===== config.mk =====
export PLATFORM = sky130hd
export DESIGN_NAME = gateUnit
export DESIGN_NICKNAME = d
export VERILOG_FILES = /design/src/source/lstmPkg.sv /design/src/source/gateUnit.sv
export SDC_FILE = /design/constraint.sdc
export NUM_CORES = 1
export LEC_CHECK = 0
export BUFFER_PORTS_ARGS = -buffer_cell sky130_fd_sc_hd__buf_2
export CELL_PAD_IN_SITES_DETAIL_PLACEMENT = 1
export CELL_PAD_IN_SITES_GLOBAL_PLACEMENT = 2
export CORE_ASPECT_RATIO = 0.7
export CORE_MARGIN = 3
export CORE_UTILIZATION = 10
export DETAILED_ROUTE_END_ITERATION = 16
export PLACE_DENSITY = 0.95
export SYNTH_ARGS = -nofsm -noshare
export SYNTH_HDL_FRONTEND = slang
export SYNTH_SLANG_ARGS = --single-unit

===== constraint.sdc =====
create_clock -name clock -period 1.2 [get_ports clock]
set_input_delay 0.24 -clock clock [delete_from_list [all_inputs] [get_ports clock]]
set_output_delay 0.24 -clock clock [all_outputs]
set_load 0.005 [all_outputs]

===== src/source/weights.mem =====
// Per line: input weight 0, input weight 1, recurrent weights 0 to 3, bias
// Q6.11 in 18-bit hex, lines ordered gate Z, I, F, O then hidden unit
00666 3FCCD 0019A 3FF33 00200 3FE66 00000
3FB33 004CD 3FE00 00333 000CD 00100 000CD
00400 00333 00100 3FE66 3FF00 0019A 3FF33
3FCCD 3F99A 00333 000CD 3FE66 00200 0019A
004CD 0019A 000CD 3FF00 00200 3FE66 00100
3FE66 00666 00100 000CD 3FF33 00333 3FF00
00333 3FCCD 3FE66 00200 000CD 3FF33 00000
3FF33 00400 00200 3FE00 00100 000CD 0019A
00200 3FE66 000CD 00100 3FF33 000CD 00800
3FF33 00333 3FF00 000CD 00200 3FE66 00800
0019A 000CD 00333 3FF33 000CD 00100 00800
3FE66 3FF00 000CD 00200 3FE00 00333 00800
00333 00400 3FF33 000CD 00100 3FF00 000CD
3FCCD 0019A 00200 3FE66 000CD 00100 3FF33
00100 3FB33 000CD 00333 3FF00 0019A 00000
004CD 3FE66 3FF33 00100 00200 3FE00 0019A


===== src/source/lstmPkg.sv =====
`default_nettype none

package lstmPkg;

    // Q6.11 words with one sign bit
    localparam int fracBits = 11;
    localparam int intBits = 6;
    localparam int dataWidth = intBits + fracBits + 1;
    localparam int productWidth = 2 * dataWidth + 2;

    localparam int inputSize = 2;
    localparam int hiddenSize = 4;
    localparam int layerWidth = hiddenSize * dataWidth;
    localparam int inputWidth = inputSize * dataWidth;

    // Input weights, recurrent weights, then the bias
    localparam int rowLength = inputSize + hiddenSize + 1;

    localparam logic signed [dataWidth-1:0] fixedOne = 2048;
    localparam logic signed [dataWidth-1:0] fixedHalf = 1024;

    // Gate order, also the row block order in the weight file
    localparam logic [1:0] gateZ = 2'd0;
    localparam logic [1:0] gateI = 2'd1;
    localparam logic [1:0] gateF = 2'd2;
    localparam logic [1:0] gateO = 2'd3;

    localparam logic [1:0] stageA = 2'd0;
    localparam logic [1:0] stageB = 2'd1;
    localparam logic [1:0] stageC = 2'd2;

    localparam string weightFile = "/design/src/source/weights.mem";

    // Control FSM, the element-wise states repeat once per stage
    localparam logic [3:0] stateIdle = 4'd0;
    localparam logic [3:0] stateGateInit = 4'd1;
    localparam logic [3:0] stateGateCalc = 4'd2;
    localparam logic [3:0] stateActPipe = 4'd3;
    localparam logic [3:0] stateAct1 = 4'd4;
    localparam logic [3:0] stateAct2 = 4'd5;
    localparam logic [3:0] stateProdPipe = 4'd6;
    localparam logic [3:0] stateProduct = 4'd7;
    localparam logic [3:0] stateDone = 4'd8;

endpackage

`default_nettype wire


===== src/source/gateUnit.sv =====
`timescale 1ns/1ns
`default_nettype none

module gateUnit
#(
    parameter logic [1:0] gateIndex = lstmPkg::gateZ
)
(
    input  logic                           clock,
    input  logic                           reset,
    input  logic                           beginCalc,
    input  logic [lstmPkg::inputWidth-1:0] inputVec,
    input  logic [lstmPkg::layerWidth-1:0] previousOutput,
    output logic [lstmPkg::layerWidth-1:0] gateVec,
    output logic                           gateReady
);
    import lstmPkg::*;

    // Whole table for all four gates, this unit reads only its own row block
    logic signed [dataWidth-1:0] weightTable [4 * hiddenSize * rowLength];
    logic [$clog2(rowLength)-1:0] colCount;
    logic busy;
    logic signed [dataWidth-1:0] operandWord;
    logic signed [dataWidth-1:0] weightWord [hiddenSize];
    logic signed [productWidth-1:0] accumulator [hiddenSize];

    initial
    begin
        $readmemh(weightFile, weightTable);
    end

    // Columns run over the inputs, then the previous outputs, then the bias
    always_comb
    begin
        if (colCount < inputSize)
            operandWord = inputVec[colCount*dataWidth +: dataWidth];
        else if (colCount < inputSize + hiddenSize)
            operandWord = previousOutput[(colCount-inputSize)*dataWidth +: dataWidth];
        else
            operandWord = '0;
        for (int h = 0; h < hiddenSize; h++)
        begin
            weightWord[h] = weightTable[(gateIndex*hiddenSize + h)*rowLength + colCount];
        end
    end

    always_ff @(posedge clock)
    begin
        if (reset)
        begin
            busy <= 1'b0;
            colCount <= '0;
            gateReady <= 1'b0;
        end
        else
        begin
            gateReady <= 1'b0;
            if (beginCalc)
            begin
                busy <= 1'b1;
                colCount <= '0;
            end
            else if (busy)
            begin
                if (colCount == rowLength - 1)
                begin
                    busy <= 1'b0;
                    gateReady <= 1'b1;
                end
                else
                    colCount <= colCount + 1'b1;
            end
        end
    end

    // One product per hidden unit per cycle, bias added after the shift
    always_ff @(posedge clock)
    begin
        for (int h = 0; h < hiddenSize; h++)
        begin
            if (beginCalc)
                accumulator[h] <= '0;
            else if (busy && colCount != rowLength - 1)
                accumulator[h] <= accumulator[h] + weightWord[h] * operandWord;
            else if (busy)
                gateVec[h*dataWidth +: dataWidth] <=
                    dataWidth'(accumulator[h] >>> fracBits) + weightWord[h];
        end
    end

    // Control must not restart a gate that is still accumulating
    assert property (@(posedge clock) disable iff (reset)
        beginCalc |-> !busy);

endmodule

`default_nettype wire


; Yosys cells after proc, flatten, opt, wreduce, memory -nomap -nowiden
; Memories as Yosys holds them, arrays and structs flattened.
; Cells that the tools add are included.
; Widths: inputs -> output; s select.
[op_classes]
n_addsub = 10
multipliers = 6
order_cmp = 2
eq_ne = 2
shifts = 2
muxes = 15
bitwise_logic = 8
reduce_logical = 5
[ops]
columns = op, n
row1 = $add 38x36->38, 4
row2 = $mux 38, 4
row3 = $mul 18x18->36 const A, 4
row4 = $add 18x18->18 const B, 4
row5 = $shiftx 72x33->18, 1
row6 = $mux 18, 2
row7 = $shiftx 36x9->18, 1
row8 = $mul 32x4->31 const B, 1
row9 = $mux 1, 9
row10 = $mul 3x4->7 const B, 1
row11 = $not 1->1, 4
row12 = $or 1x1->1, 4
row13 = $sub 3x2->4 const B, 1
row14 = $add 3x1->3 const B, 1
row15 = $eq 3x3->1 const B, 1
row16 = $lt 3x2->1 const B, 1
row17 = $lt 3x3->1 const B, 1
row18 = $ne 3x3->1 const B, 1
row19 = $reduce_and 3->1, 1
row20 = $reduce_or 3->1, 1
row21 = $reduce_and 2->1, 1
row22 = $reduce_or 2->1, 1
row23 = $logic_and 1x1->1, 1
[totals]
regBits = 77
ramBits = 152
input_bits = 111
mem_count = 1
[mem_list]
columns = memory, depth, width, rd, rd_clocked_by_memory_dff, write_ports, line_no
row1 = accumulator, 4, 38, 4, 0, 4, gateUnit.sv:25  ; logic signed [productWidth-1:0] accumulator [hiddenSize];

; Depth between registers and ports, before layout
[depth]
word_depth = 8
ltp_mapped = 4
ltp_nobuf = 4

; Worst setup path after synthesis
; OpenSTA, ideal clock, no wires.
[synth_timing]
path_type = flip-flop to flip-flop
from = register colCount[0]
to = register colCount[0]
t_arrival_ns = 1.116
t_required_ns = 1.079
path_slack_ns = -0.037
stages_incl_launch_ff = 5
n_path_buf = 0
period_less_slack_ns = 1.237
cell_sequence = dfxtp_1 > inv_1 > ha_1 > a21boi_2 > mux2_4
[synth_via]
elab_chain_cells = 3
[synth_lines]
columns = item, line_no
row1 = start: declaration, gateUnit.sv:21  ; logic [$clog2(rowLength)-1:0] colCount;
row2 = start signal: assignment, gateUnit.sv:71  ; colCount <= colCount + 1'b1;
row3 = "parallel branches: the longest is 3 deep, another holds $add 3x1->3", --
; Parallel ways; which one is timed is not known.
; A chain may end at the register's enable or synchronous reset.

; Worst setup path after layout
; Same ends and word-level chain as after synthesis.

==> summary.md <==
| Metric | Value |
|---|---|
| N_diodes | 0 |
| Final WS setup | 52.99 ps |
| Number of max-cap violations | 0 |
| Worst path max stage delay | 320 ps |
| Share of cells above drive strength 1 | 15.69% |
| R2r worst-path depth | 4 |
| Total CTS buffers | 3 |
| R2R Setup Slk | 50 ps |
| Starting Density | 10.52% |
| Synth Instances | 94 |
| Antenna-violating nets left | 0 |
| Combinational share of power | 11.4% |
| Clock slew at reported path FFs | 30 ps |
| Maximum VDD drop | 0.3235 mV |
| Clk buf depth | 2 |
| Fin util | 10.23% |
| Hold crit path type | input port to register |
| RSZ-0062 raised after global routing | no |
| Psw | 0.0001757 W |
| Share of total power in sequential cells | 21.8% |
| Number of synthesized register bits | 5 |
| 1st-iter DRT viols | 4 |
| Drt wl/cell | 5.550 µm |
| Clock power share | 66.7% |
| Place WS | -43.79 ps |
| WHS Endpoint | colCount[2] |
| Total I/O pin count | 184 |
| Number of library cell types mapped by synthesis | 14 |
| CP Class | register to register |
| Buffers on Ports | 3 |
| Hold Fails Final Rpt | 0 |
| Die Ht | 80.22 µm |
| Vias per cell | 1.775 |
| Internal | 0.0006305 W |
| Final Skew | 1.386 ps |
| Pleak | 0.3937 nW |
| Hold-fix buffers, CTS | 0 |
| Critical path's slowest cell | dfxtp_2 |
| Core footprint | 0.007482 mm² |
| Final wirelength | 1110 µm |
| Worst r2r src | colCount[0] |
| Dpl hpwl | 964.9 µm |
| Total negative slack | 0 ps |
| Antenna violations before repair | 0 |
| CTS sink cnt | 5 |
| CP Cell Sequence | inv_2, ha_4, a21boi_4, mux2_4 |
| Critical path buffers and inverters | 1 |
| Root Buffer | clkbuf_16 |
| Delay-heaviest family, CP | flip-flops |
| Most frequent cells in the layout | conb_1, dfxtp_1, nor3_1, clkbuf_16, buf_2 |
| Slew Limit Fails | 0 |
| Warnings from Yosys | 0 |
| Post-CTS Repair Setup Buffers | 0 |
| CTS tree | done |
| Vias in the first global route | 271 |
| Peak Freq | 871.8 MHz |
| Sw frac | 21.79% |
| WP data required | 1310 ps |
| Global-route wire length before repair | 1359 µm |
| Remaining Overflow, GRT | 0 |
| CP Max Fanout | 3 |
| Total chip power | 0.0008062 W |
| Sequential area share after synthesis | 12.72% |
| DRC Markers | 0 |
| Std cell rows | 26 |
| Post-route clock period utilization | 95.58% |
| Hold_sp | beginCalc |
| Critical R2R Capture | colCount[0] |
| Largest net degree at the start of global routing | 8 |
| Minimum clock period | 1147 ps |
| Die Wd | 112.0 µm |
| CTS H-Tree Depth | 1 |
| Pwr/cell area | 1053 mW/mm² |
| # nets final | 216 |
| Commonest non-fill, non-tap cell in the layout | conb_1 |
| All-Layer GR Usage | 1.982% |
| Die Area | 0.008987 mm² |
| Final Setup Violations | 0 |
| Startpoint class of the critical path | register |
| Via count | 355 |
| Clk Latency, worst-skew pair | 220 ps |
| Mapped Area | 787.0 µm² |
| Router iterations before antenna repair | 4 |
| CP Capture Type | register |
| Routability cong. | 0.5743 |
| Area Overhead vs Synth | -2.703% |
| CP arrival | 1250 ps |
| Syn avg cell area | 8.372 µm² |
| Hold depth | 2 |
| Status | complete, no violations |
synthesized netlist by cell type:
| cell | n | area (µm²) |
|---|---|---|
| nand3_1 | 1 | 5.000 |
| mux2_4 | 2 | 30.03 |
| o21ba_2 | 1 | 10.01 |
| and4b_1 | 1 | 10.01 |
| buf_4 | 72 | 540.5 |
| dfxtp_1 | 5 | 100.1 |
| inv_1 | 1 | 3.750 |
| ha_1 | 2 | 25.02 |
| conb_1 | 1 | 3.750 |
| a21oi_1 | 1 | 5.000 |
| nor3b_1 | 2 | 15.01 |
| nor4_2 | 1 | 12.51 |
| a21boi_2 | 1 | 11.26 |
| nor3_1 | 3 | 15.01 |
sequential cells by signal (all words and copies together) (netlist names):
name,flops
gateReady,1
colCount,3
busy,1
routing by layer:
metal,track usage (%),routed length (µm),up-vias
met5,0,0,-
met4,1.801,32,0
met3,0.9036,94,2
met2,3.589,686,24
met1,1.639,297,160
li1,-,-,169
what timing repair did:
item,CTS,global route
resized for setup,4,0
endpoints found under the setup margin,2,1
pin swaps,1,1
cell type report:
type                    count  area [µm²]
multi-input cells          87       429.2
inverters                   1       3.754
flip-flops and latches      5       101.3
well taps                  98       122.6
repair buffers              5       30.03
clock buffers               4       78.83
fillers                   928        6716
kinds of logic (layout without fill, tap and decap cells):
logic type,Yosys count,count (layout),synth area share [%]
AOI/OAI and AO/OA,3,3,3.338
muxes,2,2,3.816
buffers and inverters,73,10,69.16
DFF,5,5,12.72
and+or+nand+nor,8,8,7.311
adders and majority gates,2,2,3.179
other,1,72,0.4765
through the flow:
stage	hold slack, ps	cell area, µm²	cells
finish	287.1	765.7	200
global route	297.8	765.7	200
CTS	287.9	765.7	200
detailed placement	487.6	668.1	196
global placement	474.7	668.1	196
floorplan	311.0	1056	165
power groups by stage:
stage	logic (W)	clock network [W]	registers, W
floorplan	0.000235	0	0.000177
global placement	0.0000781	0	0.000177
detailed placement	0.0000803	0	0.000177
CTS	0.0000840	0.000549	0.000176
global route	0.000109	0.000564	0.000177
finish	0.0000922	0.000538	0.000176
how the worst max path moves through the flow:
stage / start / end / slack (ps) / depth (start not counted)
floorplan: colCount[0] / colCount[0] / 9 / 4
global placement: colCount[0] / colCount[1] / -9 / 4
detailed placement: colCount[0] / colCount[0] / -40 / 4
CTS: colCount[0] / colCount[0] / 30 / 4
global route: colCount[0] / colCount[0] / 20 / 4
finish: colCount[0] / colCount[0] / 50 / 4
Note: power is estimated with default switching activity, not from simulation.
