==> config.mk <==
export PLATFORM = sky130hd
export DESIGN_NAME = elementwiseUnit
export DESIGN_NICKNAME = d
export VERILOG_FILES = /design/src/source/lstmPkg.sv /design/src/source/elementwiseUnit.sv
export SDC_FILE = /design/constraint.sdc
export NUM_CORES = 2
export LEC_CHECK = 0
export BUFFER_PORTS_ARGS = -buffer_cell sky130_fd_sc_hd__buf_2
export CAP_MARGIN = 40
export CORE_MARGIN = 2
export CORE_UTILIZATION = 66
export CTS_CLUSTER_DIAMETER = 120
export CTS_CLUSTER_SIZE = 28
export DETAILED_ROUTE_END_ITERATION = 12
export PLACE_DENSITY_LB_ADDON = 0.2
export SETUP_SLACK_MARGIN = 0.5
export SYNTH_ARGS = -nofsm -noshare
export SYNTH_HDL_FRONTEND = slang
export SYNTH_SLANG_ARGS = --single-unit
==> constraint.sdc <==
create_clock -name clock -period 10.3 [get_ports clock]
set_input_delay 2.575 -clock clock [delete_from_list [all_inputs] [get_ports clock]]
set_output_delay 2.575 -clock clock [all_outputs]
set_load 0.005 [all_outputs]
==> src/source/weights.mem <==
// Per line: input weight 0, input weight 1, recurrent weights 0 to 3, bias
// Q6.11 in 18-bit hex, lines ordered gate Z, I, F, O then hidden unit
00666 3FCCD 0019A 3FF33 00200 3FE66 00000
3FB33 004CD 3FE00 00333 000CD 00100 000CD
00400 00333 00100 3FE66 3FF00 0019A 3FF33
3FCCD 3F99A 00333 000CD 3FE66 00200 0019A
004CD 0019A 000CD 3FF00 00200 3FE66 00100
3FE66 00666 00100 000CD 3FF33 00333 3FF00
00333 3FCCD 3FE66 00200 000CD 3FF33 00000
3FF33 00400 00200 3FE00 00100 000CD 0019A
00200 3FE66 000CD 00100 3FF33 000CD 00800
3FF33 00333 3FF00 000CD 00200 3FE66 00800
0019A 000CD 00333 3FF33 000CD 00100 00800
3FE66 3FF00 000CD 00200 3FE00 00333 00800
00333 00400 3FF33 000CD 00100 3FF00 000CD
3FCCD 0019A 00200 3FE66 000CD 00100 3FF33
00100 3FB33 000CD 00333 3FF00 0019A 00000
004CD 3FE66 3FF33 00100 00200 3FE00 0019A

==> src/source/lstmPkg.sv <==
`default_nettype none

package lstmPkg;

    // Q6.11 words with one sign bit
    localparam int fracBits = 11;
    localparam int intBits = 6;
    localparam int dataWidth = intBits + fracBits + 1;
    localparam int productWidth = 2 * dataWidth + 2;

    localparam int inputSize = 2;
    localparam int hiddenSize = 4;
    localparam int layerWidth = hiddenSize * dataWidth;
    localparam int inputWidth = inputSize * dataWidth;

    // Input weights, recurrent weights, then the bias
    localparam int rowLength = inputSize + hiddenSize + 1;

    localparam logic signed [dataWidth-1:0] fixedOne = 2048;
    localparam logic signed [dataWidth-1:0] fixedHalf = 1024;

    // Gate order, also the row block order in the weight file
    localparam logic [1:0] gateZ = 2'd0;
    localparam logic [1:0] gateI = 2'd1;
    localparam logic [1:0] gateF = 2'd2;
    localparam logic [1:0] gateO = 2'd3;

    localparam logic [1:0] stageA = 2'd0;
    localparam logic [1:0] stageB = 2'd1;
    localparam logic [1:0] stageC = 2'd2;

    localparam string weightFile = "/design/src/source/weights.mem";

    // Control FSM, the element-wise states repeat once per stage
    localparam logic [3:0] stateIdle = 4'd0;
    localparam logic [3:0] stateGateInit = 4'd1;
    localparam logic [3:0] stateGateCalc = 4'd2;
    localparam logic [3:0] stateActPipe = 4'd3;
    localparam logic [3:0] stateAct1 = 4'd4;
    localparam logic [3:0] stateAct2 = 4'd5;
    localparam logic [3:0] stateProdPipe = 4'd6;
    localparam logic [3:0] stateProduct = 4'd7;
    localparam logic [3:0] stateDone = 4'd8;

endpackage

`default_nettype wire

==> src/source/elementwiseUnit.sv <==
`timescale 1ns/1ns
`default_nettype none

module elementwiseUnit
(
    input  logic                           clock,
    input  logic                           reset,
    input  logic                           ziLoad,
    input  logic                           cfLoad,
    input  logic                           outputLoad,
    input  logic [1:0]                     stage,
    input  logic [lstmPkg::layerWidth-1:0] gateZ,
    input  logic [lstmPkg::layerWidth-1:0] gateI,
    input  logic [lstmPkg::layerWidth-1:0] gateF,
    input  logic [lstmPkg::layerWidth-1:0] gateO,
    input  logic [lstmPkg::layerWidth-1:0] sigmoidVec,
    input  logic [lstmPkg::layerWidth-1:0] tanhVec,
    output logic [lstmPkg::layerWidth-1:0] sigmoidOperand,
    output logic [lstmPkg::layerWidth-1:0] tanhOperand,
    output logic [lstmPkg::layerWidth-1:0] previousOutput
);
    import lstmPkg::*;

    logic [layerWidth-1:0] ziProduct;
    logic [layerWidth-1:0] cfProduct;
    logic [layerWidth-1:0] cellSum;
    logic [layerWidth-1:0] cellState;
    logic [layerWidth-1:0] multiplierA;
    logic [layerWidth-1:0] multiplierB;
    logic [layerWidth-1:0] productNext;
    logic [layerWidth-1:0] productVec;

    // Activation operands, tanh side is unused in stage B
    always_ff @(posedge clock)
    begin
        case (stage)
            stageB:
            begin
                sigmoidOperand <= gateF;
                tanhOperand <= '0;
            end
            stageC:
            begin
                sigmoidOperand <= gateO;
                tanhOperand <= cellSum;
            end
            default:
            begin
                sigmoidOperand <= gateI;
                tanhOperand <= gateZ;
            end
        endcase
    end

    // Stage B scales the stored cell state instead of a tanh result
    always_ff @(posedge clock)
    begin
        multiplierA <= (stage == stageB) ? cellState : tanhVec;
        multiplierB <= sigmoidVec;
        productVec <= productNext;
    end

    always_comb
    begin
        logic signed [productWidth-1:0] fullProduct;
        for (int h = 0; h < hiddenSize; h++)
        begin
            fullProduct = $signed(multiplierA[h*dataWidth +: dataWidth])
                * $signed(multiplierB[h*dataWidth +: dataWidth]);
            productNext[h*dataWidth +: dataWidth] = dataWidth'(fullProduct >>> fracBits);
            // Wraps on overflow
            cellSum[h*dataWidth +: dataWidth] = ziProduct[h*dataWidth +: dataWidth]
                + cfProduct[h*dataWidth +: dataWidth];
        end
    end

    always_ff @(posedge clock)
    begin
        if (reset)
        begin
            ziProduct <= '0;
            cfProduct <= '0;
            cellState <= '0;
            previousOutput <= '0;
        end
        else
        begin
            if (ziLoad)
                ziProduct <= productVec;
            if (cfLoad)
                cfProduct <= productVec;
            if (outputLoad)
            begin
                cellState <= cellSum;
                previousOutput <= productVec;
            end
        end
    end

endmodule

`default_nettype wire

# Word-level counts from Yosys, hierarchy flattened

Cells that the tools add are included.
Widths: inputs -> output; s select.

$add $sub $neg: 4
Multipliers: 4
Eq/ne operators: 2
Muxes and demuxes: 3

Operators with widths:

| kind               | count |
|---|---|
| $pmux 72 s2        | 2 |
| $mul 18x18->29     | 4 |
| $add 18x18->18     | 4 |
| $mux 72            | 1 |
| $eq 2x1->1 const B | 1 |
| $eq 2x2->1 const B | 1 |

Flip-flop bits (word level): 648
Input port bits: 439
Output and inout bits: 216
Logic and storage cells: 22

# Longest topological paths before layout

Depth after elaboration: 2
Mapped depth: 24
Mapped depth without buffers: 23

# Worst setup path before layout

Ideal clock, no wire load.

Kind: reg2reg
Start: register multiplierB[3]
End: register productVec[17]
Setup time: 0.096 ns
Arrival time: 6.029 ns
Data required time: 10.204 ns
Path slack: 4.175 ns
Stages on the path, launching flop included: 22
Buffers on the path: 1
Clock period less this slack: 6.125 ns
Cells stage by stage: dfxtp_1 > clkbuf_1 > nand2_1 > fa_1 > fa_1 > fa_1 > fa_1 > inv_1 > fa_1 > inv_1 > fa_1 > inv_1 > ha_1 > a21o_1 > a21o_1 > or4_4 > a21oi_2 > and4b_1 > o21ai_0 > a21oi_1 > mux2i_1 > nor4b_1

Longest elaborated chain between the ends: 1

RTL lines:

| what                   | line                  | source |
|---|---|---|
| from (decl)            | elementwiseUnit.sv:29 | `logic [layerWidth-1:0] multiplierB;` |
| from (signal assigned) | elementwiseUnit.sv:59 | `multiplierB <= sigmoidVec;` |
| $mul 18x18->29         | elementwiseUnit.sv:69 | `* $signed(multiplierB[h*dataWidth +: dataWidth]);` |
| net productNext[17]    | elementwiseUnit.sv:30 | `logic [layerWidth-1:0] productNext;` |
| to (signal assigned)   | elementwiseUnit.sv:60 | `productVec <= productNext;` |
| to (decl)              | elementwiseUnit.sv:31 | `logic [layerWidth-1:0] productVec;` |

The timed path passes the listed nets, and every way through them passes these cells.
A chain may end at the register's enable or synchronous reset.

# Final worst setup path

Start: register multiplierA[5]
End: register productVec[17]

Longest elaborated chain between the ends: 1

RTL lines:

| what                   | line                  | source |
|---|---|---|
| from (decl)            | elementwiseUnit.sv:28 | `logic [layerWidth-1:0] multiplierA;` |
| from (signal assigned) | elementwiseUnit.sv:58 | `multiplierA <= (stage == stageB) ? cellState : tanhVec;` |
| $mul 18x18->29         | elementwiseUnit.sv:69 |  |
| net productNext[17]    | elementwiseUnit.sv:30 |  |

The timed path passes the listed nets, and every way through them passes these cells.

==> results.sh <==
export IMPL_vias=46240
export IMPL_start_util_pct=66.76
export IMPL_routedWlPerCell_um=21.68
export IMPL_finClkSkew_ns=0.03310
export IMPL_grt_setup_unrepaired="no"
export IMPL_antenna_left=0
export IMPL_fin_hold_ws_ns=0.4869
export IMPL_worstHoldStart="cellState[69]$_SDFFE_PP0P_"
export IMPL_reg2regPathDepth=21
export IMPL_fin_util_pct=72.37
export IMPL_synth_ff_type="dfxtp_1"
export IMPL_gr_total_overflow=0
export IMPL_crit_arrival_ns=7.21
export IMPL_ys_warn_count=0
export IMPL_cap_violations=0
export IMPL_drt_total_wl_mm=179.1
export IMPL_final_area_mm2=0.06775
export IMPL_path_clk_slew_ns=0.11
export IMPL_netlist_instances=6545
export IMPL_place_hpwl_mm=144.2
export IMPL_cp_end_kind="register"
export IMPL_drcViolationCount=0
export IMPL_cts_made_buffers=34
export IMPL_yosysTopAreaCellShare_pct=33.96
export IMPL_async_flop_share_pct=0
export IMPL_tns_ns=0
export IMPL_cp_cell_sequence="and2_1, fa_1, inv_1, fa_1, fa_1, fa_1, inv_1, fa_1, inv_1, fa_1, inv_1, ha_1, a21o_1, a21o_1, or4_4, a21oi_2, and4b_1, o21ai_0, a21oi_1, mux2i_1, nor4b_1"
export IMPL_avgSynthCellArea_um2=9.548
export IMPL_crit_start="multiplierA[5]$_DFF_P_"
export IMPL_cts_root_buf="clkbuf_16"
export IMPL_ys_seq_elements=648
export IMPL_crit_path_max_incr_delay_ns=0.84
export IMPL_postCtsSetupBuffers=0
export IMPL_drt_initial_drc_count=3509
export IMPL_grt_total_usage_pct=37.79
export IMPL_dieArea_mm2=0.09717
export IMPL_pin_count=655
export IMPL_hold_depth=1
export IMPL_setup_viol=0
export IMPL_min_period_ns=6.683
export IMPL_htree_num_levels=2
export IMPL_die_y_um=311.7
export IMPL_synthTopCellsByArea="fa_1, dfxtp_1, inv_1"
export IMPL_syn2layout_area_growth_pct=8.403
export IMPL_cts_resized_gates=0
export IMPL_cp_slowest_cell="dfxtp_1"
export IMPL_timing_final_crit_share_pct=64.88
export IMPL_yosysSeqAreaShare_pct=20.76
export IMPL_cp_required_ns=10.82
export IMPL_antenna_found_initial=19
export IMPL_final_nets=8872
export IMPL_mappedNetlistNets=8434
export IMPL_path_max_fanout=18
export IMPL_dr_pass1_iters=6
export IMPL_status="completed"
export IMPL_clk_latency_ns=0.64
export IMPL_crit_type="register to register"
export IMPL_grt_pass1_wl_mm=280.2
export IMPL_die_w_um=311.7
export IMPL_via_per_inst=5.597
export IMPL_cts_hold_buf=0
export IMPL_placed_area_mm2=0.06660
export IMPL_synth_area_mm2=0.06249
export IMPL_rows=112
export IMPL_synth_distinct_cells=69
export IMPL_drive_gt1_share_pct=11.93
export IMPL_cts_sinks=648
export IMPL_maxSlewViolCount=0
export IMPL_synth_edf_count=0
export IMPL_hold_class="register to register"
export IMPL_clock_fmax_mhz=149.6
export IMPL_grt_pass1_vias=48750
export IMPL_cts_tree="built"
export IMPL_cts_path_max_buffers=3
export IMPL_grt_max_degree=128
export IMPL_gp_congestion=0.9536
export IMPL_crit_reg2reg_launch="multiplierA[5]$_DFF_P_"
export IMPL_yosys_area_top_type="fa_1"
export IMPL_slew_headroom_pct=33.07
export IMPL_crit_path_frequent_cell="fa_1"
export IMPL_placeableCoreArea_mm2=0.09361
export IMPL_finalHoldViolations=0
export IMPL_worst_pin_slew_ns=1.003
export IMPL_port_buffers=654
export IMPL_cp_start_kind="register"
[critical path, delay by kind of cell (launching register included)]
| family | cells | cell delay (ns) |
|---|---|---|
| adder cells (fa/ha/maj) | 7 | 3.17 |
| AND/OR/NAND/NOR | 4 | 1.32 |
| AO/OA/AOI/OAI | 5 | 0.90 |
| flip-flops | 1 | 0.84 |
| buffers and inverters | 4 | 0.21 |
| multiplexers | 1 | 0.13 |
[kinds of logic after synthesis]
family	Yosys count	synth area share, %
AO/OA/AOI/OAI	483	5.284
XOR/XNOR	218	3.055
adder cells (fa/ha/maj)	1450	41.76
buffers and inverters	1589	9.548
flip-flops	648	20.76
multiplexers	335	5.516
AND/OR/NAND/NOR	1822	14.07
[cell usage after synthesis (26+ instances only)]
cell type,number
nand2_1,678
a21oi_1,76
nor3_1,29
clkbuf_1,246
fa_1,1060
mux2_2,75
buf_1,31
ha_1,390
nor2b_1,26
a21o_1,31
mux2i_1,260
xnor2_1,169
nor2_1,370
xor2_1,49
o21ai_0,124
a22o_1,47
inv_1,1307
a22oi_1,73
and2_1,626
dfxtp_1,648
[routing by layer]
metal	vias up	routed length (µm)	track usage (%)	share of wire (%)
li1	20620	-	-	-
met1	23280	74820	52.83	42
met2	1996	80960	58.93	45
met3	340	17070	8.558	9.5
met4	8	6211	11.91	3.5
met5	-	55	0	0.031
[cell usage in the layout (no fill, tap or decap), drive strengths merged, types with 9 or more instances in the layout]
cell     Yosys  layout
a21o        31      31
xor2        49      49
fa        1060    1060
a31oi        9       9
diode        0      10
a211oi      19      19
a22oi       73      73
nand3       10      10
clkbuf     246      38
and2       626     626
nor2       370     370
and3         9       9
inv       1308    1314
dfxtp      648     648
a22o        47      47
mux2        75      75
nor3        29      29
nor3b       11      11
nand2      678     678
ha         390     390
buf         33     680
nand2b      23      23
a21oi       79      79
o21ai      127     127
or3          9       9
xnor2      169     169
a2111oi      9       9
o21a        16      16
mux2i      260     260
o31ai       12      12
nor2b       26      26
o21bai      12      12
a31o         9       9
[worst paths after layout]
| check | end | slack [ns] |
|---|---|---|
| max | productVec[17]$_DFF_P_ | 3.62 |
| min | multiplierA[69]$_DFF_P_ | 0.49 |
| max reg2reg | productVec[17]$_DFF_P_ | 3.62 |
| min reg2reg | multiplierA[69]$_DFF_P_ | 0.49 |
[sequential cells by signal, indices dropped and copies added (netlist names)]
signal          flops
sigmoidOperand     72
ziProduct          72
multiplierB        72
previousOutput     72
tanhOperand        72
cfProduct          72
multiplierA        72
cellState          72
productVec         72
[metrics by stage]
stage                     worst slack [ns]  std cells
after detailed placement             3.653       8200
after CTS                            3.631       8250
after floorplan                      4.175       6545
after global routing                 3.238       8254
final                                3.617       8261
after global placement               3.646       8191
[layout make-up]
class,count,area (µm²)
multi-input cells,4308,43590
fillers,7059,25860
flip-flops and latches,648,12970
inverters,1310,4917
repair buffers,681,3561
well taps,1254,1569
clock buffers,37,883.3
clock inverters,13,229.0
diodes,10,25.02
Power is left out: the tool's default activity adds up to more than one toggle a clock period on the data nets, which glitch-free logic cannot reach.
