===== config.mk =====
export PLATFORM = sky130hd
export DESIGN_NAME = lstmControl
export DESIGN_NICKNAME = d
export VERILOG_FILES = /design/src/source/lstmPkg.sv /design/src/source/lstmControl.sv
export SDC_FILE = /design/constraint.sdc
export NUM_CORES = 1
export LEC_CHECK = 0
export BUFFER_PORTS_ARGS = -buffer_cell sky130_fd_sc_hd__buf_2
export CAP_MARGIN = 20
export CORE_AREA = 10 10 47 49
export DETAILED_ROUTE_END_ITERATION = 16
export DIE_AREA = 0 0 57 59
export HOLD_SLACK_MARGIN = 0.02
export PLACE_DENSITY_LB_ADDON = 0.08
export SKIP_CTS_REPAIR_TIMING = 1
export SLEW_MARGIN = 5
export SYNTH_ARGS = -nofsm -noshare
export SYNTH_HDL_FRONTEND = slang
export SYNTH_SLANG_ARGS = --single-unit
export TNS_END_PERCENT = 50

===== constraint.sdc =====
create_clock -name clock -period 3.1 [get_ports clock]
set_input_delay 0.62 -clock clock [delete_from_list [all_inputs] [get_ports clock]]
set_output_delay 0.62 -clock clock [all_outputs]
set_load 0.03 [all_outputs]

===== src/source/weights.mem =====
// Per line: input weight 0, input weight 1, recurrent weights 0 to 3, bias
// Q6.11 in 18-bit hex, lines ordered gate Z, I, F, O then hidden unit
00666 3FCCD 0019A 3FF33 00200 3FE66 00000
3FB33 004CD 3FE00 00333 000CD 00100 000CD
00400 00333 00100 3FE66 3FF00 0019A 3FF33
3FCCD 3F99A 00333 000CD 3FE66 00200 0019A
004CD 0019A 000CD 3FF00 00200 3FE66 00100
3FE66 00666 00100 000CD 3FF33 00333 3FF00
00333 3FCCD 3FE66 00200 000CD 3FF33 00000
3FF33 00400 00200 3FE00 00100 000CD 0019A
00200 3FE66 000CD 00100 3FF33 000CD 00800
3FF33 00333 3FF00 000CD 00200 3FE66 00800
0019A 000CD 00333 3FF33 000CD 00100 00800
3FE66 3FF00 000CD 00200 3FE00 00333 00800
00333 00400 3FF33 000CD 00100 3FF00 000CD
3FCCD 0019A 00200 3FE66 000CD 00100 3FF33
00100 3FB33 000CD 00333 3FF00 0019A 00000
004CD 3FE66 3FF33 00100 00200 3FE00 0019A


===== src/source/lstmPkg.sv =====
`default_nettype none

package lstmPkg;

    // Q6.11 words with one sign bit
    localparam int fracBits = 11;
    localparam int intBits = 6;
    localparam int dataWidth = intBits + fracBits + 1;
    localparam int productWidth = 2 * dataWidth + 2;

    localparam int inputSize = 2;
    localparam int hiddenSize = 4;
    localparam int layerWidth = hiddenSize * dataWidth;
    localparam int inputWidth = inputSize * dataWidth;

    // Input weights, recurrent weights, then the bias
    localparam int rowLength = inputSize + hiddenSize + 1;

    localparam logic signed [dataWidth-1:0] fixedOne = 2048;
    localparam logic signed [dataWidth-1:0] fixedHalf = 1024;

    // Gate order, also the row block order in the weight file
    localparam logic [1:0] gateZ = 2'd0;
    localparam logic [1:0] gateI = 2'd1;
    localparam logic [1:0] gateF = 2'd2;
    localparam logic [1:0] gateO = 2'd3;

    localparam logic [1:0] stageA = 2'd0;
    localparam logic [1:0] stageB = 2'd1;
    localparam logic [1:0] stageC = 2'd2;

    localparam string weightFile = "/design/src/source/weights.mem";

    // Control FSM, the element-wise states repeat once per stage
    localparam logic [3:0] stateIdle = 4'd0;
    localparam logic [3:0] stateGateInit = 4'd1;
    localparam logic [3:0] stateGateCalc = 4'd2;
    localparam logic [3:0] stateActPipe = 4'd3;
    localparam logic [3:0] stateAct1 = 4'd4;
    localparam logic [3:0] stateAct2 = 4'd5;
    localparam logic [3:0] stateProdPipe = 4'd6;
    localparam logic [3:0] stateProduct = 4'd7;
    localparam logic [3:0] stateDone = 4'd8;

endpackage

`default_nettype wire


===== src/source/lstmControl.sv =====
`timescale 1ns/1ns
`default_nettype none

module lstmControl
(
    input  logic       clock,
    input  logic       reset,
    input  logic       newSample,
    input  logic       gateReady,
    output logic       beginCalc,
    output logic       sigmoidEnable,
    output logic       tanhEnable,
    output logic       ziLoad,
    output logic       cfLoad,
    output logic       outputLoad,
    output logic [1:0] stage,
    output logic       dataoutReady
);
    import lstmPkg::*;

    logic [3:0] state;
    logic [3:0] nextState;

    always_ff @(posedge clock)
    begin
        if (reset)
        begin
            state <= stateIdle;
            stage <= stageA;
        end
        else
        begin
            state <= nextState;
            if (state == stateGateInit)
                stage <= stageA;
            else if (state == stateProduct && stage == stageA)
                stage <= stageB;
            else if (state == stateProduct && stage == stageB)
                stage <= stageC;
        end
    end

    always_comb
    begin
        case (state)
            stateIdle:
                nextState = newSample ? stateGateInit : stateIdle;
            stateGateInit:
                nextState = stateGateCalc;
            stateGateCalc:
                nextState = gateReady ? stateActPipe : stateGateCalc;
            stateActPipe:
                nextState = stateAct1;
            stateAct1:
                nextState = stateAct2;
            stateAct2:
                nextState = stateProdPipe;
            stateProdPipe:
                nextState = stateProduct;
            // Stage C is the last pass through the element-wise states
            stateProduct:
                nextState = (stage == stageC) ? stateDone : stateActPipe;
            default:
                nextState = stateIdle;
        endcase
    end

    assign beginCalc = (state == stateGateInit);

    // The second activation cycle picks up an operand that changed on the first
    assign sigmoidEnable = (state == stateAct1) || (state == stateAct2);
    assign tanhEnable = sigmoidEnable && (stage != stageB);

    // Previous stage product is valid at the start of the next stage
    assign ziLoad = (state == stateActPipe) && (stage == stageB);
    assign cfLoad = (state == stateActPipe) && (stage == stageC);

    assign outputLoad = (state == stateDone);
    assign dataoutReady = (state == stateDone);

    // Completion is a single-cycle pulse
    assert property (@(posedge clock) disable iff (reset)
        dataoutReady |=> !dataoutReady);

    // Gate calculation only starts straight out of idle
    assert property (@(posedge clock) disable iff (reset)
        beginCalc |-> $past(state) == stateIdle);

endmodule

`default_nettype wire


After elaboration in Yosys (flattened, before gate mapping)

Index checks and enable logic that the tools add are counted.

Bits in registers: 6
Bits of input ports: 4
Output and inout bits: 9
Word-level logic and storage cells: 31

Equality and inequality tests: 11
Muxes and demuxes: 6
Reduce and logical (&&, ||, !) cells: 11

Operator list:

| cell                                                                   | number |
|---|---|
| 4-bit one-hot mux with 8 select lines                                  | 1 |
| 4-bit by 3-bit equality test with 1-bit output (second input constant) | 4 |
| 4-bit by 2-bit equality test with 1-bit output (second input constant) | 2 |
| 1-bit logical AND                                                      | 5 |
| 4-bit by 1-bit equality test with 1-bit output (second input constant) | 1 |
| 4-bit equality test (second input constant)                            | 1 |
| 4-bit zero test                                                        | 1 |
| 1-bit 2-to-1 mux                                                       | 4 |
| 4-bit 2-to-1 mux                                                       | 1 |
| 3-bit OR reduction                                                     | 1 |
| 2-bit by 1-bit equality test with 1-bit output (second input constant) | 1 |
| 2-bit equality test (second input constant)                            | 1 |
| 2-bit zero test                                                        | 1 |
| 2-bit by 1-bit != test with 1-bit output (second input constant)       | 1 |
| 2-bit nonzero test                                                     | 1 |
| 2-bit OR reduction                                                     | 1 |
| 1-bit logical OR                                                       | 1 |

Depth between registers and ports, before layout

Gate-level depths: netlist of the first run.

Depth in word-level cells: 4
Depth in mapped cells: 4
Mapped depth without buffers: 3

Worst setup path after synthesis of the first run

OpenSTA, ideal clock, no wires.

Path type: register to output
Start: register state[2]
End: output outputLoad
Data arrival time: 1.926 ns
Data required time: 2.480 ns
Slack: 0.554 ns
Cell stages (with the launch flop): 4
Path buffers: 2
Cells stage by stage: dfxtp_1 buf_4 nor4b_1 buf_4

Longest elaborated chain between the ends: 1

RTL lines:

| what                     | line              | text |
|---|---|---|
| start: declaration       | lstmControl.sv:21 | `logic [3:0] state;` |
| start signal: assignment | lstmControl.sv:28 | `state <= stateIdle;` |
| start signal: assignment | lstmControl.sv:33 | `state <= nextState;` |
| 4-bit equality test      | --                |  |
| end: declaration         | lstmControl.sv:15 | `output logic outputLoad,` |

No other way between the ends.

Final worst setup path of the first run

Start: register state[1]
End: output ziLoad

Longest elaborated chain between the ends: 2

RTL lines:

| what                                           | line              | text |
|---|---|---|
| 4-bit by 2-bit equality test with 1-bit output | lstmControl.sv:75 | `assign ziLoad = (state == stateActPipe) && (stage == stageB);` |
| 1-bit logical AND                              | lstmControl.sv:75 |  |
| end: declaration                               | lstmControl.sv:13 | `output logic ziLoad,` |

No other way between the ends.

==> results of run 1 <==
## layout by cell type, fill, tap and decap left out
master | synthesis | routed
nor4_1 | 1 | 1
buf_2 | 0 | 12
o21ai_0 | 3 | 3
inv_1 | 3 | 3
nor4b_1 | 2 | 2
nand2_1 | 2 | 2
a21boi_1 | 1 | 1
or3_1 | 1 | 1
mux2_2 | 1 | 1
nand3_1 | 1 | 1
dfxtp_1 | 6 | 6
nand2b_1 | 1 | 1
nand4b_4 | 1 | 1
nor3_1 | 2 | 2
o21a_1 | 1 | 1
a21oi_1 | 1 | 1
nor2b_1 | 1 | 1
nor3b_1 | 1 | 1
a31oi_1 | 1 | 1
nor4b_2 | 1 | 1
nor2_1 | 5 | 5
clkbuf_4 | 0 | 3
xor2_1 | 1 | 1
## final cells by class
| cell class | instances | area, um2 |
|---|---|---|
| clock buffers | 3 | 22.52 |
| fillers | 174 | 975.9 |
| inverters | 3 | 11.26 |
| multi-input cells | 28 | 191.4 |
| flip-flops and latches | 6 | 120.1 |
| well taps | 16 | 20.02 |
| repair buffers | 12 | 60.06 |
## per-stage QoR
step | std cells | hold slack (ps) | total power, uW | cell area [um2] | utilization
5_1_grt | 68 | 574.6 | 202.1 | 425.4 | 0.3036
2_1_floorplan | 40 | 527.1 | 107.6 | 345.3 | -
3_3_place_gp | 65 | 499.6 | 112.8 | 402.9 | 0.2875
4_1_cts | 68 | 514.3 | 191.9 | 425.4 | 0.3036
6_report | 68 | 510.6 | 185.1 | 425.4 | 0.3036
3_5_place_dp | 65 | 504.1 | 113.0 | 402.9 | 0.2875
## logic make-up (layout without fill, tap and decap cells)
family	after synthesis	after routing
multiplexers	1	1
XOR/XNOR	1	1
buffers and inverters	6	18
flip-flops	6	6
AND/OR/NAND/NOR	19	19
AO/OA/AOI/OAI	7	7
## flip-flops by register name (all words and copies together) (netlist names)
register / count
stage: 2
state: 4
## critical path, cell delays in order, from the launching register on
cell     delay [ps]
dfxtp_1         500
nand2_1         190
nor4b_1         300
buf_2           250
## path summary, 6_finish.rpt
check                           slack (ps)  cells after the start                   from               endpoint
worst max-delay path                   990                      3    state[1]$_SDFF_PP0_                 ziLoad
worst min-delay path                   510                      2  stage[0]$_SDFFE_PP0P_  stage[0]$_SDFFE_PP0P_
worst max register to register        1860                      3    state[2]$_SDFF_PP0_  stage[0]$_SDFFE_PP0P_
worst min register to register         510                      2  stage[0]$_SDFFE_PP0P_  stage[0]$_SDFFE_PP0P_
## per-layer routing
metal  up-vias  GRT usage  share of wire
met5         -          0              0
met4         0    0.01007              0
met3         0    0.06009           0.12
met2        11    0.07752           0.42
met1       131    0.06190           0.45
li1        164          -              -
## power by group
| part | internal, uW | total (uW) | leakage, uW | switching [uW] |
|---|---|---|---|---|
| registers | 80.7 | 88.8 | 0.0000488 | 8.07 |
| logic | 9.72 | 22.5 | 0.000152 | 12.8 |
| clock network | 43.9 | 73.8 | 0.0000138 | 29.9 |
==> run metrics, run 1 <==
status completed; CTS root buf clkbuf_4; post-synth cell types 22; Area Growth Syn to Fin 23.19%; Clock Path Buffers 2; EDFF count, synth 0; synthesis warning total 0; largest net degree at the start of global routing 10; achievable frequency between 400 and 500 MHz; vias per cell roughly 4.5; H-Tree Depth 1; ys async rst share 0; drt first pass iters 4; RSZ-0062 raised after global routing false; Worst Skew approximately 2.1 ps; Core Area between 0.001 and 0.0015 mm2; total track usage 0.05753; initial core utilization 0.2464; post-synth top area share 0.3478; CTS tree done; vias in the first global route around 340; final worst path period share 0.6792; count leader, synth dfxtp_1; Row Count 14; cts bufs inserted 3; Worst Max-Slew Pin Slew 409.3 ps; max cap viols 0; PD cells about 440 mW/mm2; post-synthesis xor/xnor area fraction 0.02536; Antenna Nets Post-Route 0; post-route setup slack 994.5 ps; WL/cell between 10 and 15 um; Final HPWL DP 666 um; DRC viols 0; # setup viols final 0; Mapped Area roughly 350 um2; routed vias just over 300; Die H between 50 and 60 um; Mapped Nets between 40 and 50; GRT overflow 0; antenna violations before repair 0; Post-synth top cells dfxtp_1, nor2_1, buf_4, inv_1, o21ai_0; mux share of post-synthesis cell area 0.03261; min cycle time layout between 2000 and 2500 ps; Synth area leader dfxtp_1; largest family of logic cells by synthesized area simple AND/OR/NAND/NOR gates; register bit total from synthesis 6; first-pass GRT wire length 1504 um; layout cells sized above 1 0.3462; # diodes 0; Post-Route WL about 870 um; clock latency on the worst-skew pair 250 ps; nets 58; CTS Sinks 6; part of the Yosys area used for sequential elements 0.3478; Compound-Gate Fraction of Synth Area 0.1196; Max Fanout on Critical Path 8; port bufs 12; Die Span X 57 um; pre-CTS setup slack 1230 ps; Clock Pin Slew Worst Setup and Hold Paths approximately 50 ps; die area ~0.0034 mm2; Leak ~0.00021 uW; Post-Synthesis Cells 40; top cells by area, synth dfxtp_1, nand4b_4, buf_4, nor2_1, nor4b_1; setup TNS 0 ps; Final Max Tran Viols 0; Final Hold Vio Count 0; CP required around 2500 ps; Peak supply drop between 0.00015 and 0.0002 V; # IOs 13; nature of the critical path endpoint output port; critical path arrival approximately 1500 ps; Synth Area in Adders 0; Avg Inst Size Synth 8.633 um2; Synth Area in Simple Gates 0.3768; drt first-iter violations 1; type of origin of the critical path register; RePlAce Congestion ~0.81; Hold Crit Class register to register; Slew headroom 0.7268; Critical Setup Path Class register to output port; Post-synth top flop dfxtp_1
No activity file was read; power rests on OpenSTA's default activity.
==> run 2, diff against run 1 <==
Settings changed: ABC_AREA set to 1.
Clock period 3.1 ns to 1.7 ns, I/O delays scaled along.
==> run metrics, run 2 <==
status completed (unchanged); RePlAce Congestion 0.7247 (was 0.8107); GRT overflow 0 (unchanged); Worst Max-Slew Pin Slew 227.0 ps (was 409.3 ps); CTS root buf clkbuf_4 (unchanged); Synth Area in Simple Gates 0.4516 (was 0.3768); Final Max Tran Viols 0 (unchanged); vias in the first global route 357 (was 336); post-synth cell types 13 (was 22); final worst path period share 0.9426; Avg Inst Size Synth 6.019 um2 (was 8.633 um2); routed vias 380 (was 306); Post-Synthesis Cells 58 (was 40); nature of the critical path endpoint output port (unchanged); part of the Yosys area used for sequential elements 0.3441 (was 0.3478); top cells by area, synth dfxtp_1, nand2_1, nor2_1, inv_1, nand3_1 (was dfxtp_1, nand4b_4, buf_4, nor2_1, nor4b_1); cts bufs inserted 3 (unchanged); largest family of logic cells by synthesized area simple AND/OR/NAND/NOR gates (unchanged); Core Area 0.001401 mm2 (unchanged); H-Tree Depth 1 (unchanged); Mapped Area 349.1 um2 (was 345.3 um2); post-synth top area share 0.3441 (was 0.3478); ys async rst share 0 (unchanged); synthesis warning total 0 (unchanged); Final HPWL DP 753.7 um (was 666 um); Die Span X 57 um (unchanged); type of origin of the critical path register (unchanged); layout cells sized above 1 0.3288 (was 0.3462); Max Fanout on Critical Path 7 (was 8); DRC viols 0 (unchanged); max reg flops 4 (unchanged); highest-count cells in the layout ignoring fill and taps nand2_1, nor2_1, buf_2 (was buf_2, dfxtp_1, nor2_1); antenna violations before repair 0 (unchanged); Post-synth top flop dfxtp_1 (unchanged); Mapped Nets 62 (was 44); port bufs 12 (unchanged); Post-synth top cells nand2_1, nor2_1, inv_1, dfxtp_1, nand3_1 (was dfxtp_1, nor2_1, buf_4, inv_1, o21ai_0); Compound-Gate Fraction of Synth Area 0.07527 (was 0.1196); Clock Path Buffers 2 (unchanged); CTS tree done (unchanged); # setup viols final 0 (unchanged); critical path arrival 1260 ps (was 1490 ps); min cycle time layout approximately 1600 ps; CTS Sinks 6 (unchanged); Clock Pin Slew Worst Setup and Hold Paths 50 ps (about the same); vias per cell 4.270 (was 4.500); CP required 1360 ps (was 2480 ps); EDFF count, synth 0 (unchanged); Slew headroom 0.8474 (was 0.7268); Final Power 350.9 uW (was 185.1 uW); max cap viols 0 (unchanged); largest registers state (4), stage (2) (unchanged); Synth area leader dfxtp_1 (unchanged); Largest Register state (unchanged); drt first-iter violations 6 (was 1); WL/cell 10.10 um (was 12.74 um); total track usage 0.05847 (was 0.05753); post-synthesis xor/xnor area fraction 0 (was 0.02536); Hold Crit Class input port to register (was register to register); achievable frequency ~620 MHz; nets 79 (was 58); count leader, synth nand2_1 (was dfxtp_1); PD cells 762.2 mW/mm2 (was 435.1 mW/mm2); Area Growth Syn to Fin 31.90% (was 23.19%); clock latency on the worst-skew pair 240 ps (was 250 ps); Leak 0.0002294 uW (was 0.0002147 uW); Synth Area in Adders 0 (unchanged); register bit total from synthesis 6 (unchanged); Final Hold Vio Count 0 (unchanged); Critical Setup Path Class register to output port (unchanged); mux share of post-synthesis cell area 0 (was 0.03261); # IOs 13 (unchanged); Post-Route WL 899 um (was 866 um); Antenna Nets Post-Route 0 (unchanged); commonest non-fill, non-tap cell in the layout nand2_1 (was buf_2); Worst Skew 3.281 ps (was 2.150 ps); drt first pass iters 2 (was 4); RSZ-0062 raised after global routing false (unchanged); Die H 59 um (unchanged); die area 0.003363 mm2 (unchanged); first-pass GRT wire length 1531 um (was 1504 um); Row Count 14 (unchanged); # diodes 0 (unchanged); setup TNS 0 ps (unchanged); initial core utilization 0.2491 (was 0.2464); largest net degree at the start of global routing 8 (was 10); Peak supply drop 0.0002361 V (was 0.0001985 V)
run 2: worst max-delay path, stage by stage, from the launching register on:
cell     delay (ps)
dfxtp_2         400
nand2_2         100
inv_1            80
nand2_1          90
nor3_1          140
buf_2           220
run 2: worst paths after layout:
kind | start | depth (start not counted) | to | slack [ps]
worst min register to register | stage[0]$_SDFFE_PP0P_ | 2 | stage[1]$_SDFFE_PP0P_ | 500
worst max-delay path | state[1]$_SDFF_PP0_ | 5 | ziLoad | 100
worst max register to register | state[2]$_SDFF_PP0_ | 5 | stage[1]$_SDFFE_PP0P_ | 700
worst min-delay path | reset | 2 | state[0]$_SDFF_PP0_ | 320
run 2: cell families (layout without fill, tap and decap cells):
group           after synthesis  in the layout
buf+inv                      11             26
compound gates                4              4
simple gates                 37             37
flops                         6              6
run 2: final cells by class:
class	instances	area [um2]
Clock buffer	3	22.52
Fill cell	160	940.9
Inverter	10	37.54
Multi-Input combinational cell	41	190.2
Sequential cell	6	122.6
Tap cell	16	20.02
Timing Repair Buffer	13	67.56
run 2: routing by layer:
metal,up-vias,wire length (um),global-route usage,part of all wire
li1,210,-,-,-
met1,161,396,0.05615,0.44
met2,7,428,0.08992,0.48
met3,2,61,0.02575,0.068
met4,0,12,0.06040,0.013
met5,-,0,0,0
run 2: report_power, final:
group          switching, uW  internal [uW]
clock                   54.0           80.0
sequential              11.4            148
combinational           36.6           20.5
total                    102            249
run 2: metrics by stage:
step,cell area [um2],cells,hold slack [ps],worst slack [ps],utilization
5_1_grt,460.4,89,323.1,7.849,0.3286
3_5_place_dp,435.4,86,505.8,250.0,0.3107
6_report,460.4,89,316.6,97.59,0.3286
4_1_cts,457.9,89,321.4,-21.28,0.3268
3_3_place_gp,435.4,86,512.6,224.2,0.3107
2_1_floorplan,355.3,58,409.1,-7.994,-
